`src/verilog/capture_pkg.sv`:
```
package capture_pkg;

   // bus and sample widths
   localparam int DATA_W     = 8;
   localparam int ADDR_W     = 8;

   // shared sample buffer
   localparam int FIFO_DEPTH = 16;
   localparam int PTR_W      = 4;   // log2 of FIFO_DEPTH
   localparam int CNT_W      = 5;   // holds 0..FIFO_DEPTH

   // error LED flash counter, top bit toggles every 8 cycles
   localparam int FLASH_W    = 4;

   localparam logic [DATA_W-1:0] CAPTURE_ID = 8'hC7;

   // REG_CTRL bits
   localparam int CTRL_ARM    = 0;
   localparam int CTRL_SRC_LA = 1;   // 0 trace, 1 logic analyzer

   // REG_CLEAR bits, self clearing
   localparam int CLR_FLUSH   = 0;
   localparam int CLR_ERRORS  = 1;

   // REG_STATUS bits, count sits in the low bits
   localparam int ST_ERR      = 7;
   localparam int ST_FULL     = 6;
   localparam int ST_EMPTY    = 5;

   typedef enum logic [ADDR_W-1:0] {
      REG_ID        = 8'h00,   // read only
      REG_CTRL      = 8'h01,   // read/write
      REG_CLEAR     = 8'h02,   // write only
      REG_STATUS    = 8'h03,   // read only
      REG_FIFO_DATA = 8'h04    // read pops the buffer
   } reg_addr_t;

   typedef enum logic [1:0] {
      IDLE,
      WR_HOLD,
      RD_WAIT,
      RD_DRIVE
   } bus_state_t;

endpackage

```
`src/verilog/usb_reg_bus.sv`:
```
`timescale 1ns/10ps

module usb_reg_bus (
   input  logic                            clk_usb_buf,
   input  logic                            rst_n_i,
   input  logic                            usb_cen_n_i,
   input  logic                            usb_wrn_n_i,
   input  logic                            usb_rdn_n_i,
   input  logic [capture_pkg::ADDR_W-1:0]  usb_addr_i,
   input  logic [capture_pkg::DATA_W-1:0]  usb_data_i,
   output logic [capture_pkg::DATA_W-1:0]  usb_data_o,
   output logic                            usb_data_oe_o,
   output logic [capture_pkg::ADDR_W-1:0]  reg_address_o,
   output logic [capture_pkg::DATA_W-1:0]  write_data_o,
   output logic                            reg_write_o,
   output logic                            reg_read_o,
   input  logic [capture_pkg::DATA_W-1:0]  reg_rdata_i
);

   capture_pkg::bus_state_t state_q;
   capture_pkg::bus_state_t state_d;
   logic                    idle;
   logic                    wr_go;
   logic                    rd_go;

   assign idle  = (state_q == capture_pkg::IDLE);
   assign wr_go = idle & ~usb_cen_n_i & ~usb_wrn_n_i;
   assign rd_go = idle & ~usb_cen_n_i & ~usb_rdn_n_i & usb_wrn_n_i;   // write wins

   always_comb begin
      state_d = state_q;
      case (state_q)
         capture_pkg::IDLE: begin
            if (wr_go) begin
               state_d = capture_pkg::WR_HOLD;
            end else if (rd_go) begin
               state_d = capture_pkg::RD_WAIT;
            end
         end
         capture_pkg::WR_HOLD: begin
            if (usb_wrn_n_i) begin   // wait for strobe release
               state_d = capture_pkg::IDLE;
            end
         end
         capture_pkg::RD_WAIT: begin
            state_d = capture_pkg::RD_DRIVE;   // regs latch read data here
         end
         capture_pkg::RD_DRIVE: begin
            if (usb_rdn_n_i) begin
               state_d = capture_pkg::IDLE;
            end
         end
         default: begin
            state_d = capture_pkg::IDLE;
         end
      endcase
   end

   always_ff @(posedge clk_usb_buf or negedge rst_n_i) begin
      if (!rst_n_i) begin
         state_q     <= capture_pkg::IDLE;
         reg_write_o <= 1'b0;
         reg_read_o  <= 1'b0;
      end else begin
         state_q     <= state_d;
         reg_write_o <= wr_go;   // one pulse per access
         reg_read_o  <= rd_go;
      end
   end

   // host holds address and data while the strobe is low
   always_ff @(posedge clk_usb_buf) begin
      if (wr_go || rd_go) begin
         reg_address_o <= usb_addr_i;
      end
      if (wr_go) begin
         write_data_o <= usb_data_i;
      end
   end

   assign usb_data_oe_o = (state_q == capture_pkg::RD_DRIVE);
   assign usb_data_o    = reg_rdata_i;   // already registered in the regs

   // each pulse must match the state the fsm took, so read and write never overlap
   a_wr_pulse: assert property (@(posedge clk_usb_buf) disable iff (!rst_n_i)
      reg_write_o |-> state_q == capture_pkg::WR_HOLD);

   a_rd_pulse: assert property (@(posedge clk_usb_buf) disable iff (!rst_n_i)
      reg_read_o |-> state_q == capture_pkg::RD_WAIT);

endmodule

```
`src/verilog/capture_regs.sv`:
```
`timescale 1ns/10ps

module capture_regs (
   input  logic                            clk_usb_buf,
   input  logic                            rst_n_i,
   input  logic [capture_pkg::ADDR_W-1:0]  reg_address_i,
   input  logic [capture_pkg::DATA_W-1:0]  write_data_i,
   input  logic                            reg_write_i,
   input  logic                            reg_read_i,
   output logic [capture_pkg::DATA_W-1:0]  reg_rdata_o,
   output logic                            arm_o,
   output logic                            src_la_o,
   output logic                            fifo_pop_o,
   output logic                            fifo_flush_o,
   output logic                            clear_errors_o,
   input  logic [capture_pkg::DATA_W-1:0]  fifo_rdata_i,
   input  logic [capture_pkg::CNT_W-1:0]   fifo_count_i,
   input  logic                            fifo_empty_i,
   input  logic                            fifo_full_i,
   input  logic                            fifo_error_i
);

   logic                           fifo_rd_q;   // last read was FIFO_DATA
   logic [capture_pkg::DATA_W-1:0] rdata_q;
   logic [capture_pkg::DATA_W-1:0] rd_mux;
   logic [capture_pkg::DATA_W-1:0] ctrl_w;
   logic [capture_pkg::DATA_W-1:0] status_w;
   logic                           wr_ctrl;
   logic                           wr_clear;
   logic                           rd_fifo;

   assign wr_ctrl  = reg_write_i && (reg_address_i == capture_pkg::REG_CTRL);
   assign wr_clear = reg_write_i && (reg_address_i == capture_pkg::REG_CLEAR);
   assign rd_fifo  = reg_read_i && (reg_address_i == capture_pkg::REG_FIFO_DATA);

   assign fifo_pop_o = rd_fifo;   // head lands at the same edge as rdata_q

   always_ff @(posedge clk_usb_buf or negedge rst_n_i) begin
      if (!rst_n_i) begin
         arm_o          <= 1'b0;
         src_la_o       <= 1'b0;
         fifo_flush_o   <= 1'b0;
         clear_errors_o <= 1'b0;
         fifo_rd_q      <= 1'b0;
      end else begin
         if (wr_ctrl) begin
            arm_o    <= write_data_i[capture_pkg::CTRL_ARM];
            src_la_o <= write_data_i[capture_pkg::CTRL_SRC_LA];
         end
         fifo_flush_o   <= wr_clear & write_data_i[capture_pkg::CLR_FLUSH];
         clear_errors_o <= wr_clear & write_data_i[capture_pkg::CLR_ERRORS];
         if (reg_read_i) begin
            fifo_rd_q <= rd_fifo;
         end
      end
   end

   always_comb begin
      ctrl_w                           = '0;
      ctrl_w[capture_pkg::CTRL_ARM]    = arm_o;
      ctrl_w[capture_pkg::CTRL_SRC_LA] = src_la_o;
   end

   always_comb begin
      status_w                          = '0;
      status_w[capture_pkg::ST_ERR]     = fifo_error_i;
      status_w[capture_pkg::ST_FULL]    = fifo_full_i;
      status_w[capture_pkg::ST_EMPTY]   = fifo_empty_i;
      status_w[capture_pkg::CNT_W-1:0]  = fifo_count_i;
   end

   always_comb begin
      case (reg_address_i)
         capture_pkg::REG_ID:     rd_mux = capture_pkg::CAPTURE_ID;
         capture_pkg::REG_CTRL:   rd_mux = ctrl_w;
         capture_pkg::REG_STATUS: rd_mux = status_w;
         default:                 rd_mux = '0;   // unused and write-only
      endcase
   end

   always_ff @(posedge clk_usb_buf) begin
      if (reg_read_i) begin
         rdata_q <= rd_mux;
      end
   end

   assign reg_rdata_o = fifo_rd_q ? fifo_rdata_i : rdata_q;

endmodule

```
`src/verilog/capture_fifo.sv`:
```
`timescale 1ns/10ps

module capture_fifo (
   input  logic                            clk_usb_buf,
   input  logic                            rst_n_i,
   input  logic                            arm_i,
   input  logic                            src_la_i,
   input  logic                            trace_valid_i,
   input  logic [capture_pkg::DATA_W-1:0]  trace_data_i,
   output logic                            trace_ready_o,
   input  logic                            la_valid_i,
   input  logic [capture_pkg::DATA_W-1:0]  la_data_i,
   output logic                            la_ready_o,
   input  logic                            pop_i,
   input  logic                            flush_i,
   input  logic                            clear_errors_i,
   output logic [capture_pkg::DATA_W-1:0]  rdata_o,
   output logic [capture_pkg::CNT_W-1:0]   count_o,
   output logic                            empty_o,
   output logic                            full_o,
   output logic                            error_o
);

   logic [capture_pkg::DATA_W-1:0] mem [capture_pkg::FIFO_DEPTH];
   logic [capture_pkg::PTR_W-1:0]  wr_ptr_q;
   logic [capture_pkg::PTR_W-1:0]  rd_ptr_q;
   logic [capture_pkg::CNT_W-1:0]  count_q;
   logic [capture_pkg::DATA_W-1:0] push_data;
   logic                           push;
   logic                           pop_ok;

   assign full_o  = (count_q == capture_pkg::CNT_W'(capture_pkg::FIFO_DEPTH));
   assign empty_o = (count_q == '0);
   assign count_o = count_q;

   // only the selected source sees ready
   assign trace_ready_o = arm_i & ~src_la_i & ~full_o;
   assign la_ready_o    = arm_i & src_la_i & ~full_o;

   assign push      = src_la_i ? (la_valid_i & la_ready_o) : (trace_valid_i & trace_ready_o);
   assign push_data = src_la_i ? la_data_i : trace_data_i;
   assign pop_ok    = pop_i & ~empty_o;

   always_ff @(posedge clk_usb_buf or negedge rst_n_i) begin
      if (!rst_n_i) begin
         wr_ptr_q <= '0;
         rd_ptr_q <= '0;
         count_q  <= '0;
         error_o  <= 1'b0;
      end else begin
         if (flush_i) begin   // flush beats push and pop
            wr_ptr_q <= '0;
            rd_ptr_q <= '0;
            count_q  <= '0;
         end else begin
            if (push) begin
               wr_ptr_q <= wr_ptr_q + 1'b1;   // wraps at depth
            end
            if (pop_ok) begin
               rd_ptr_q <= rd_ptr_q + 1'b1;
            end
            case ({push, pop_ok})
               2'b10:   count_q <= count_q + 1'b1;
               2'b01:   count_q <= count_q - 1'b1;
               default: count_q <= count_q;
            endcase
         end
         if (pop_i && empty_o) begin
            error_o <= 1'b1;   // sticky underflow
         end else if (clear_errors_i) begin
            error_o <= 1'b0;
         end
      end
   end

   always_ff @(posedge clk_usb_buf) begin
      if (push) begin
         mem[wr_ptr_q] <= push_data;
      end
      if (pop_i) begin
         rdata_o <= pop_ok ? mem[rd_ptr_q] : '0;
      end
   end

   // a full buffer must not move the write pointer onto the oldest sample
   a_no_push_full: assert property (@(posedge clk_usb_buf) disable iff (!rst_n_i)
      full_o && !flush_i |=> wr_ptr_q == $past(wr_ptr_q));

   a_count_bound: assert property (@(posedge clk_usb_buf) disable iff (!rst_n_i)
      count_q <= capture_pkg::CNT_W'(capture_pkg::FIFO_DEPTH));

endmodule

```
`src/verilog/error_led_timer.sv`:
```
`timescale 1ns/10ps

module error_led_timer (
   input  logic clk_usb_buf,
   input  logic rst_n_i,
   input  logic error_i,
   output logic led_error_o
);

   logic [capture_pkg::FLASH_W-1:0] flash_cnt_q;

   always_ff @(posedge clk_usb_buf or negedge rst_n_i) begin
      if (!rst_n_i) begin
         flash_cnt_q <= '0;
         led_error_o <= 1'b0;
      end else begin
         flash_cnt_q <= flash_cnt_q + 1'b1;   // free running
         led_error_o <= error_i & flash_cnt_q[capture_pkg::FLASH_W-1];
      end
   end

endmodule

```
`src/verilog/capture_top.sv`:
```
`timescale 1ns/10ps

module capture_top (
   input  logic                            clk_usb_buf,
   input  logic                            rst_n_i,
   input  logic                            usb_cen_n_i,
   input  logic                            usb_wrn_n_i,
   input  logic                            usb_rdn_n_i,
   input  logic [capture_pkg::ADDR_W-1:0]  usb_addr_i,
   input  logic [capture_pkg::DATA_W-1:0]  usb_data_i,
   output logic [capture_pkg::DATA_W-1:0]  usb_data_o,
   output logic                            usb_data_oe_o,
   input  logic                            trace_valid_i,
   input  logic [capture_pkg::DATA_W-1:0]  trace_data_i,
   output logic                            trace_ready_o,
   input  logic                            la_valid_i,
   input  logic [capture_pkg::DATA_W-1:0]  la_data_i,
   output logic                            la_ready_o,
   output logic                            led_armed_o,
   output logic                            led_error_o
);

   logic [capture_pkg::ADDR_W-1:0] reg_address;
   logic [capture_pkg::DATA_W-1:0] write_data;
   logic [capture_pkg::DATA_W-1:0] reg_rdata;
   logic                           reg_write;
   logic                           reg_read;

   logic                           arm;
   logic                           src_la;
   logic                           fifo_pop;
   logic                           fifo_flush;
   logic                           clear_errors;
   logic [capture_pkg::DATA_W-1:0] fifo_rdata;
   logic [capture_pkg::CNT_W-1:0]  fifo_count;
   logic                           fifo_empty;
   logic                           fifo_full;
   logic                           fifo_error;

   usb_reg_bus u_usb_reg_bus (
      .clk_usb_buf   (clk_usb_buf),
      .rst_n_i       (rst_n_i),
      .usb_cen_n_i   (usb_cen_n_i),
      .usb_wrn_n_i   (usb_wrn_n_i),
      .usb_rdn_n_i   (usb_rdn_n_i),
      .usb_addr_i    (usb_addr_i),
      .usb_data_i    (usb_data_i),
      .usb_data_o    (usb_data_o),
      .usb_data_oe_o (usb_data_oe_o),
      .reg_address_o (reg_address),
      .write_data_o  (write_data),
      .reg_write_o   (reg_write),
      .reg_read_o    (reg_read),
      .reg_rdata_i   (reg_rdata)
   );

   capture_regs u_capture_regs (
      .clk_usb_buf    (clk_usb_buf),
      .rst_n_i        (rst_n_i),
      .reg_address_i  (reg_address),
      .write_data_i   (write_data),
      .reg_write_i    (reg_write),
      .reg_read_i     (reg_read),
      .reg_rdata_o    (reg_rdata),
      .arm_o          (arm),
      .src_la_o       (src_la),
      .fifo_pop_o     (fifo_pop),
      .fifo_flush_o   (fifo_flush),
      .clear_errors_o (clear_errors),
      .fifo_rdata_i   (fifo_rdata),
      .fifo_count_i   (fifo_count),
      .fifo_empty_i   (fifo_empty),
      .fifo_full_i    (fifo_full),
      .fifo_error_i   (fifo_error)
   );

   capture_fifo u_capture_fifo (
      .clk_usb_buf    (clk_usb_buf),
      .rst_n_i        (rst_n_i),
      .arm_i          (arm),
      .src_la_i       (src_la),
      .trace_valid_i  (trace_valid_i),
      .trace_data_i   (trace_data_i),
      .trace_ready_o  (trace_ready_o),
      .la_valid_i     (la_valid_i),
      .la_data_i      (la_data_i),
      .la_ready_o     (la_ready_o),
      .pop_i          (fifo_pop),
      .flush_i        (fifo_flush),
      .clear_errors_i (clear_errors),
      .rdata_o        (fifo_rdata),
      .count_o        (fifo_count),
      .empty_o        (fifo_empty),
      .full_o         (fifo_full),
      .error_o        (fifo_error)
   );

   error_led_timer u_error_led_timer (
      .clk_usb_buf (clk_usb_buf),
      .rst_n_i     (rst_n_i),
      .error_i     (fifo_error),
      .led_error_o (led_error_o)
   );

   assign led_armed_o = arm;   // lit while capture is armed

endmodule

```
`config.mk`:
```
export PLATFORM = sky130hd
export DESIGN_NAME = capture_top
export DESIGN_NICKNAME = d
export VERILOG_FILES = /design/src/verilog/capture_pkg.sv /design/src/verilog/usb_reg_bus.sv /design/src/verilog/capture_regs.sv /design/src/verilog/capture_fifo.sv /design/src/verilog/error_led_timer.sv /design/src/verilog/capture_top.sv
export SDC_FILE = /design/constraint.sdc
export NUM_CORES = 1
export LEC_CHECK = 0
export BUFFER_PORTS_ARGS = -buffer_cell sky130_fd_sc_hd__buf_2
export CAP_MARGIN = 20
export CELL_PAD_IN_SITES_DETAIL_PLACEMENT = 0
export CELL_PAD_IN_SITES_GLOBAL_PLACEMENT = 1
export CORE_MARGIN = 4
export CORE_UTILIZATION = 52
export DETAILED_ROUTE_END_ITERATION = 6
export GPL_TIMING_DRIVEN = 0
export PLACE_DENSITY_LB_ADDON = 0.1
export SLEW_MARGIN = 20
export SYNTH_ARGS = -nofsm -noshare
export SYNTH_HDL_FRONTEND = slang
export SYNTH_HIERARCHICAL = 1
export SYNTH_SLANG_ARGS = --single-unit
```
`constraint.sdc`:
```
create_clock -name clk_usb_buf -period 3.3 [get_ports clk_usb_buf]
set_input_delay 0.165 -clock clk_usb_buf [delete_from_list [all_inputs] [get_ports clk_usb_buf]]
set_output_delay 0.165 -clock clk_usb_buf [all_outputs]
set_load 0.005 [all_outputs]
```
Word-level counts from Yosys, hierarchy flattened. Memory sizes are Yosys's and may differ from the RTL's. A register that Yosys moved wholly into a read port is not among the register bits. Cells that the tools add are included.

Register bits: 46. Bits in writable memories: 128. Input port bits: 39. Word-level logic and storage cells: 89. Memories kept: 1.

Memories: u_capture_fifo.mem (words 16, width 8, rd ports 1, clocked after Yosys merged registers in 1, wr ports 1, RTL line capture_fifo.sv:24) `logic [capture_pkg::DATA_W-1:0] mem [capture_pkg::FIFO_DEPTH];`.

$add $sub $neg: 5. Equality and inequality tests: 13. Mux-type cells: 19. Bitwise logic cells: 20. Reductions and logical operators: 14.

Operators by type and width (number): 8-bit one-hot mux with 3 select lines (1); 8-bit by 2-bit == test with 1-bit output, second input constant (2); 4-bit two-way mux (4); 8-bit two-way mux (2); 1-bit AND (14); 4-bit by 1-bit adder with 4-bit output, second input constant (3); 5-bit one-hot mux with 2 select lines (1); 8-bit by 1-bit == test with 1-bit output, second input constant (1); 8-bit by 3-bit == test with 1-bit output, second input constant (1); 8-bit zero test (1); 2-bit two-way mux (4); 2-bit one-hot mux with 4 select lines (1); 2-bit == test, second input constant (3); 1-bit NOT (6); 2-bit nonzero test (3); 5-bit by 1-bit adder with 5-bit output, second input constant (1); 5-bit == test, second input constant (1); 5-bit zero test (1); 1-bit two-way mux (5); 5-bit two-way mux (1); 5-bit by 1-bit subtractor with 5-bit output, second input constant (1); 2-bit by 1-bit == test with 1-bit output, second input constant (2); 1-bit logical AND (4); 2-bit inequality test, second input constant (2); 6 further kinds (6).

Longest topological paths before layout. Gate-level depths: netlist (run 1).

Depth in word-level cells: 8. Mapped depth: 11.

By module. The synthesis (run 1) kept the hierarchy.

Modules (own cells, without submodules): capture_fifo (times used 1, cells each 322, area an instance 6192.2 µm²); usb_reg_bus (times used 1, cells each 38, area an instance 714.4 µm²); capture_regs (times used 1, cells each 57, area an instance 683.2 µm²); error_led_timer (times used 1, cells each 11, area an instance 175.2 µm²).

Worst setup path after synthesis (run 1). No wires, ideal clock.

Path kind: register -> register. From: register u_usb_reg_bus/reg_address_o[5] (netlist name). To: register u_capture_fifo.count_q (netlist bit u_capture_fifo/count_o[4]). Data arrival time: 2800 ps. Setup slack: 421 ps. Stages on the path, launching flop included: 11. Buffers on the path: 0. Cell sequence: edfxtp_1 -> or4_4 -> nor2_1 -> and4_1 -> o21ai_4 -> nor2_1 -> ha_1 -> a31oi_1 -> nor3b_1 -> or3_1 -> a21oi_1.

Word-level cells in the longest chain between the ends: 6. Elaborated cells on any way between the ends: 8. Those cells by class: 3 x eq/ne; 2 x mux; 1 x bitwise; 2 x reduce/logical.

RTL lines: start, declared (RTL line usb_reg_bus.sv:13) `output logic [capture_pkg::ADDR_W-1:0] reg_address_o,`; start signal, assigned (RTL line usb_reg_bus.sv:74) `reg_address_o <= usb_addr_i;`; 8-bit by 3-bit == test with 1-bit output (*) (RTL line capture_regs.sv:34) `assign rd_fifo = reg_read_i && (reg_address_i == capture_pkg::REG_FIFO_DATA);`; 1-bit logical AND (*) (RTL line capture_regs.sv:34); net fifo_pop (RTL line capture_top.sv:31) `logic fifo_pop;`; 1-bit AND (*) (RTL line capture_fifo.sv:42) `assign pop_ok = pop_i & ~empty_o;`; 2-bit by 1-bit == test with 1-bit output / 2-bit == test (equally long branches) (RTL line capture_fifo.sv:62) `case ({push, pop_ok})`; 5-bit one-hot mux with 2 select lines (RTL line capture_fifo.sv:62); 5-bit two-way mux (RTL line capture_fifo.sv:51) `if (flush_i) begin`; end signal, assigned (RTL line capture_fifo.sv:63) `2'b10: count_q <= count_q + 1'b1;`; end signal, assigned (RTL line capture_fifo.sv:64) `2'b01: count_q <= count_q - 1'b1;`; end signal, assigned (RTL line capture_fifo.sv:65) `default: count_q <= count_q;`; end, declared (RTL line capture_fifo.sv:27) `logic [capture_pkg::CNT_W-1:0] count_q;`.

Mark *: on every way through the listed nets, which the timed path passes. The rest lies on a longest branch. A chain may end at the register's enable or synchronous reset.

Worst setup path after layout (run 1). Same ends and word-level chain as after synthesis.

==> run metrics, run 1 <==
TritonCTS clock tree built; largest net degree at the start of global routing 29; DRC 0; skew final 9.197 ps; DIE AREA between 15,000 and 20,000 um2; vias in the first global route 3,975; Die H 128.8 um; initial DRC count 266; Initial Util 53.81%; GRT Total Usage a little under a fifth; Routed met3 length 949 um; Final ANT Viol Nets 0; syn nets ~470; Worst Setup Path Type flip-flop to flip-flop; DP HPWL 9823 um; run status completed; min Tclk post-route between 3000 and 4000 ps; unrepaired setup endpoints after global routing no; crit-path max FO 12; clk root buf clkbuf_16; gr ovfl total 0; final hold slack 80.22 ps; routed length on met1 about 6500 um; worst endpoint data arrival time 3450 ps; post-synthesis cell count 422; clk slew on worst S/H paths approximately 70 ps; worst slew pin tran about 830 ps; Fmax achieved ~320 MHz; crit end category flip-flop; maximum VDD drop 390.7 uV; PD cells 542.6 nW/um2; DRT Wirelength 14,290 um; buffers added on ports 45; Ports 52; Leak Pwr around 3.1 nW; global-route wire length before repair 22,310 um; WP data required 3640 ps; GP Congestion around 0.77; CP Cell Sequence or4_4, nor2_1, and4_2, o21ai_4, nor2_1, ha_1, a31oi_1, nor3b_1, or3_1, a21oi_1; metal2 WL around 6700 um; Max Used Layer met4; clk sink count around 180; chip width approximately 130 um; DR vias/cell approximately 5.6; row count 43; Placed Cells 648; layout cell share with drive strength beyond 1 32.75%; post-CTS setup buffer count 0; final net count 547; n_diodes 0; Max-Cap Viols 0; Slew HR 44.12%; Post-Syn Area per Cell 17.97 um2; HP Class input port to flip-flop; Fill cells 1,037; clock buffers created by TritonCTS 17; Final setup viols 0; core area 14,100 um2; CP max stage cell or4_4; most used cell, CP nor2_1; fin cells 693; average routed wire per standard cell 20.61 um; Yosys warnings 6; CTS H-Tree Depth 4; vias between 3,000 and 4,000; initial antenna violation count 0; First-pass DRT Iterations 4; CTS max path bufs 2; Final Max Slew Viols 0; crit-path max cell delay 590 ps; Layout area overhead 15.79%; crit share post-route a little over nine tenths; Worst Setup Start Kind flip-flop; Clock Latency Late Sink 420 ps; Synth Cell Area 7585 um2; Hold Vio Cnt, Final 0
-- report_power, final --
| group | total [mW] | switching [mW] | internal, mW |
|---|---|---|---|
| Sequential | 2.59 | 0.0459 | 2.54 |
| Clock | 1.93 | 0.924 | 1.01 |
| Combinational | 0.240 | 0.129 | 0.110 |
-- path summary, 6_finish.rpt --
check                                                from                    endpoint  slack, ps  depth (start not counted)
max                        u_usb_reg_bus/reg_address_o[5]   u_capture_fifo/count_o[4]        190                         10
min                                           usb_rdn_n_i    u_usb_reg_bus/reg_read_o         80                          3
max reg2reg                u_usb_reg_bus/reg_address_o[5]   u_capture_fifo/count_o[4]        190                         10
min reg2reg                 u_capture_regs/clear_errors_o      u_capture_fifo/error_o        450                          1
max in group asynchronous                         rst_n_i  u_capture_fifo/wr_ptr_q[3]       2560                          2
min in group asynchronous                         rst_n_i    u_usb_reg_bus/state_q[1]        300                          2
-- area by class of cell --
cell class / count / area, um2 / share of cell area, %
Inverter: 12 / 45.04 / 0.5129
Tap cell: 180 / 225.2 / 2.564
Clock inverter: 15 / 162.7 / 1.852
Timing Repair Buffer: 59 / 362.8 / 4.132
Clock buffer: 17 / 425.4 / 4.844
Buffer: 26 / 138.9 / 1.581
Sequential cell: 182 / 5325 / 60.64
Multi-Input combinational cell: 202 / 2097 / 23.88
-- worst max-delay path, delay by kind of cell (launching register included) --
kind | cells | cell delay, ps
DFF | 1 | 370
AOI/OAI and AO/OA | 3 | 510
and+or+nand+nor | 6 | 1820
adders and majority gates | 1 | 320
-- layout by cell type, fill, tap and decap left out, types with 7 or more instances in the layout --
cell type and instances:
dlygate4sd3_1 13, clkbuf_16 17, dfrtp_1 28, mux4_2 40, clkbuf_1 13, ha_1 8
a21oi_1 7, buf_4 9, inv_1 12, and2_1 21, nand2_1 11, nor2_1 25
edfxtp_1 154, mux2_2 16, buf_2 48
-- flip-flops by register name, indices dropped and copies added (netlist names), 2 cells and up --
| name | cells |
|---|---|
| u_capture_regs/rdata_q | 8 |
| u_usb_reg_bus/write_data_o | 2 |
| u_capture_fifo/mem | 128 |
| u_usb_reg_bus/state_q | 2 |
| u_capture_fifo/rd_ptr_q | 4 |
| u_capture_fifo/count_o | 5 |
| u_usb_reg_bus/reg_address_o | 8 |
| u_error_led_timer/flash_cnt_q | 4 |
| u_capture_fifo/rdata_o | 8 |
| u_capture_fifo/wr_ptr_q | 4 |
-- what timing repair did --
item                                   in CTS  in global routing
hold buffers                               13                  0
setup endpoints to repair                   0                  2
endpoints found under the hold margin      40                  0
resized for setup                           0                  1
-- through the flow --
stage	total power [mW]	setup TNS [ps]	instance area (um2)	setup slack, ps	utilization (%)
final	4.765	0	8782	192.1	62.30
after global routing	4.955	0	8782	35.25	62.30
after CTS	4.817	0	8781	5.786	62.29
after detailed placement	2.870	0	8063	25.22	57.20
after global placement	2.857	-356.1	8035	-44.77	57.00
after floorplan	2.775	0	7585	421.4	-
-- metal layers --
| layer | vias to the layer above | track usage (%) |
|---|---|---|
| li1 | 1795 | - |
| met1 | 1985 | 27.67 |
| met2 | 87 | 27.35 |
| met3 | 12 | 5.396 |
| met4 | 0 | 4.262 |
| met5 | - | 0 |
(Power assumes the default switching activity.)
==> run 2, diff against run 1 <==
--- a/config.mk
+++ b/config.mk
@@ -7,9 +7,8 @@
 export LEC_CHECK = 0
 export BUFFER_PORTS_ARGS = -buffer_cell sky130_fd_sc_hd__buf_2
 export CAP_MARGIN = 20
-export CELL_PAD_IN_SITES_DETAIL_PLACEMENT = 0
+export CELL_PAD_IN_SITES_DETAIL_PLACEMENT = 1
 export CELL_PAD_IN_SITES_GLOBAL_PLACEMENT = 1
-export CORE_MARGIN = 4
 export CORE_UTILIZATION = 52
 export DETAILED_ROUTE_END_ITERATION = 6
 export GPL_TIMING_DRIVEN = 0
==> run metrics, run 2 (synthesis gave the netlist of run 1 again) <==
maximum VDD drop 328.5 uV (-16%); Fill cells 1,243 (+20%); clk sink count 182 (unchanged); DR vias/cell 5.765 (+3.0%); skew final 8.147 ps (-1.050 ps); Placed Cells 648 (unchanged); Final Max Slew Viols 0 (unchanged); FF/Latch Area 5325 um2 (unchanged); run status completed; setup_tns 0 ps (unchanged); total net switching power 1.011 mW (-8.0%); max reg flops 128 (unchanged); min Tclk post-route 3184 ps (+76.22 ps); Sw Share 21.86% (-1.2 points); Die H 122.8 um (-4.7%); Layout area overhead 15.13%; DIE AREA 15,070 um2 (-9.1%); gr ovfl total 0 (unchanged); area of the multi-input gates 2098 um2 (about the same); initial DRC count 288 (+8.3%); DP HPWL 10,730 um (+9.2%); layout cell share with drive strength beyond 1 32.23% (-0.52 points); Clock Latency Late Sink 420 ps (about the same); Int Power 3.615 mW (-1.4%); buffers added on ports 45 (unchanged); CTS max path bufs 2 (unchanged); row count 43 (unchanged); initial antenna violation count 0 (unchanged); Final ANT Viol Nets 0 (unchanged); DRC 0 (unchanged); Ports 52 (unchanged); crit-path max FO 12 (unchanged); Slew HR 42.07% (-2.0 points); HP Class input port to flip-flop; DRT Wirelength 16,150 um (+13%); Power Total 4.627 mW (-2.9%); chip width 122.8 um (-4.7%); final hold slack 105.2 ps (+24.96 ps); Hold Vio Cnt, Final 0 (unchanged); clk root buf clkbuf_16; First-pass DRT Iterations 4 (unchanged); Comb pwr share 5.4% (+0.4 points); PD cells 529.9 nW/um2 (-2.3%); clk slew on worst S/H paths 70 ps (about the same); global-route wire length before repair 24,410 um (+9.4%); average routed wire per standard cell 23.23 um (+13%); worst slew pin tran 865.7 ps (+31.98 ps); Worst Setup Start Kind flip-flop; core area 14,040 um2 (-0.38%); reg-to-reg slack, setup 120 ps (-80 ps); crit end category flip-flop; Max-Cap Viols 0 (unchanged); vias 4,007 (+3.3%); final net count 550 (+0.55%); Final setup viols 0 (unchanged); most common cell after layout, fill and taps aside edfxtp_1; CTS H-Tree Depth 4 (unchanged); GRT Total Usage 23.39% (+4.9 points); Initial Util 54.01% (+0.21 points); crit share post-route 96.49% (+2.3 points); fin cells 695 (+0.29%); Finished Core Util 62.18% (-0.12 points); Fmax achieved 314.1 MHz (-2.4%); WP data required 3640 ps (about the same); Worst Setup Path Type flip-flop to flip-flop; clock power share 38.6% (-2.0 points); commonest cells after routing, fill and taps aside edfxtp_1 (154), buf_2 (48), mux4_2 (40), dfrtp_1 (28), nor2_1 (25); clock buffers created by TritonCTS 17 (unchanged); worst endpoint data arrival time 3520 ps (+70 ps); TritonCTS clock tree built; GP Congestion 0.7802 (+0.77%); Top reg by flops u_capture_fifo/mem; Leak Pwr 3.102 nW (-0.49%); vias in the first global route 4,211 (+5.9%); Reg power frac 56.0% (+1.6 points); n_diodes 0 (unchanged); largest net degree at the start of global routing 29 (unchanged)
==> run 2: cell types whose count changed in the layout (fill, tap and decap cells not counted) <==
cell / change
clkinv_8: -4
buf_4: +3
inv_8: -3
clkbuf_1: +2
clkinv_1: +2
clkinv_2: +2
and4_2: -1
and4_4: +1
==> run 2: timing repair <==
action	in CTS	in global routing
hold endpoints to repair	40	0
buffers inserted	0	3
endpoints found under the setup margin	1	1
hold buffers	13	0
pin swaps	0	1
resized for setup	1	1
==> run 2: cell type report <==
type,count,area share (%)
clock buffers,19,4.958
flip-flops and latches,182,60.98
repair buffers,62,4.413
inverters,12,0.5158
well taps,180,2.579
plain buffers,26,1.590
clock inverters,12,0.9314
multi-input cells,202,24.03
==> run 2: critical path: stages (launching register included) <==
cell	delay, ps
edfxtp_1	360
or4_4	590
nor2_1	200
and4_4	390
o21ai_4	140
nor2_1	210
ha_1	340
a31oi_1	250
nor3b_1	100
or3_1	370
a21oi_1	140
==> run 2: worst paths after layout <==
| check | startpoint | endpoint | cells past startpoint |
|---|---|---|---|
| setup / recovery | u_usb_reg_bus/reg_address_o[5] | u_capture_fifo/count_o[4] | 10 |
| hold / removal | usb_rdn_n_i | u_usb_reg_bus/state_q[1] | 3 |
| setup reg to reg | u_usb_reg_bus/reg_address_o[5] | u_capture_fifo/count_o[4] | 10 |
| hold reg to reg | u_capture_regs/clear_errors_o | u_capture_fifo/error_o | 1 |
| max in group asynchronous | rst_n_i | u_capture_fifo/wr_ptr_q[3] | 2 |
| min in group asynchronous | rst_n_i | u_usb_reg_bus/state_q[0] | 2 |
==> run 2: power by group through the flow <==
| stage | sequential, mW | clock (mW) | combinational, mW |
|---|---|---|---|
| 6_report | 2.59 | 1.79 | 0.250 |
| 5_1_grt | 2.60 | 1.89 | 0.275 |
| 4_1_cts | 2.59 | 1.82 | 0.249 |
| 3_5_place_dp | 2.64 | 0 | 0.235 |
| 3_3_place_gp | 2.64 | 0 | 0.220 |
| 2_1_floorplan | 2.62 | 0 | 0.151 |
==> run 2: through the flow <==
stage,setup slack [ps],cell area [um2]
after floorplan,421.4,7585
after global placement,-75.78,8035
after detailed placement,-34.64,8063
after CTS,62.56,8708
after global routing,-61.75,8732
final,115.9,8732
==> run 2: routing by layer <==
metal / up-vias / wire length, um / GRT usage [%]
met4: 0 / 220 / 7.241
li1: 1800 / - / -
met1: 2099 / 7428 / 33.78
met3: 13 / 859 / 5.344
met5: - / 0 / 0
met2: 95 / 7637 / 35.60
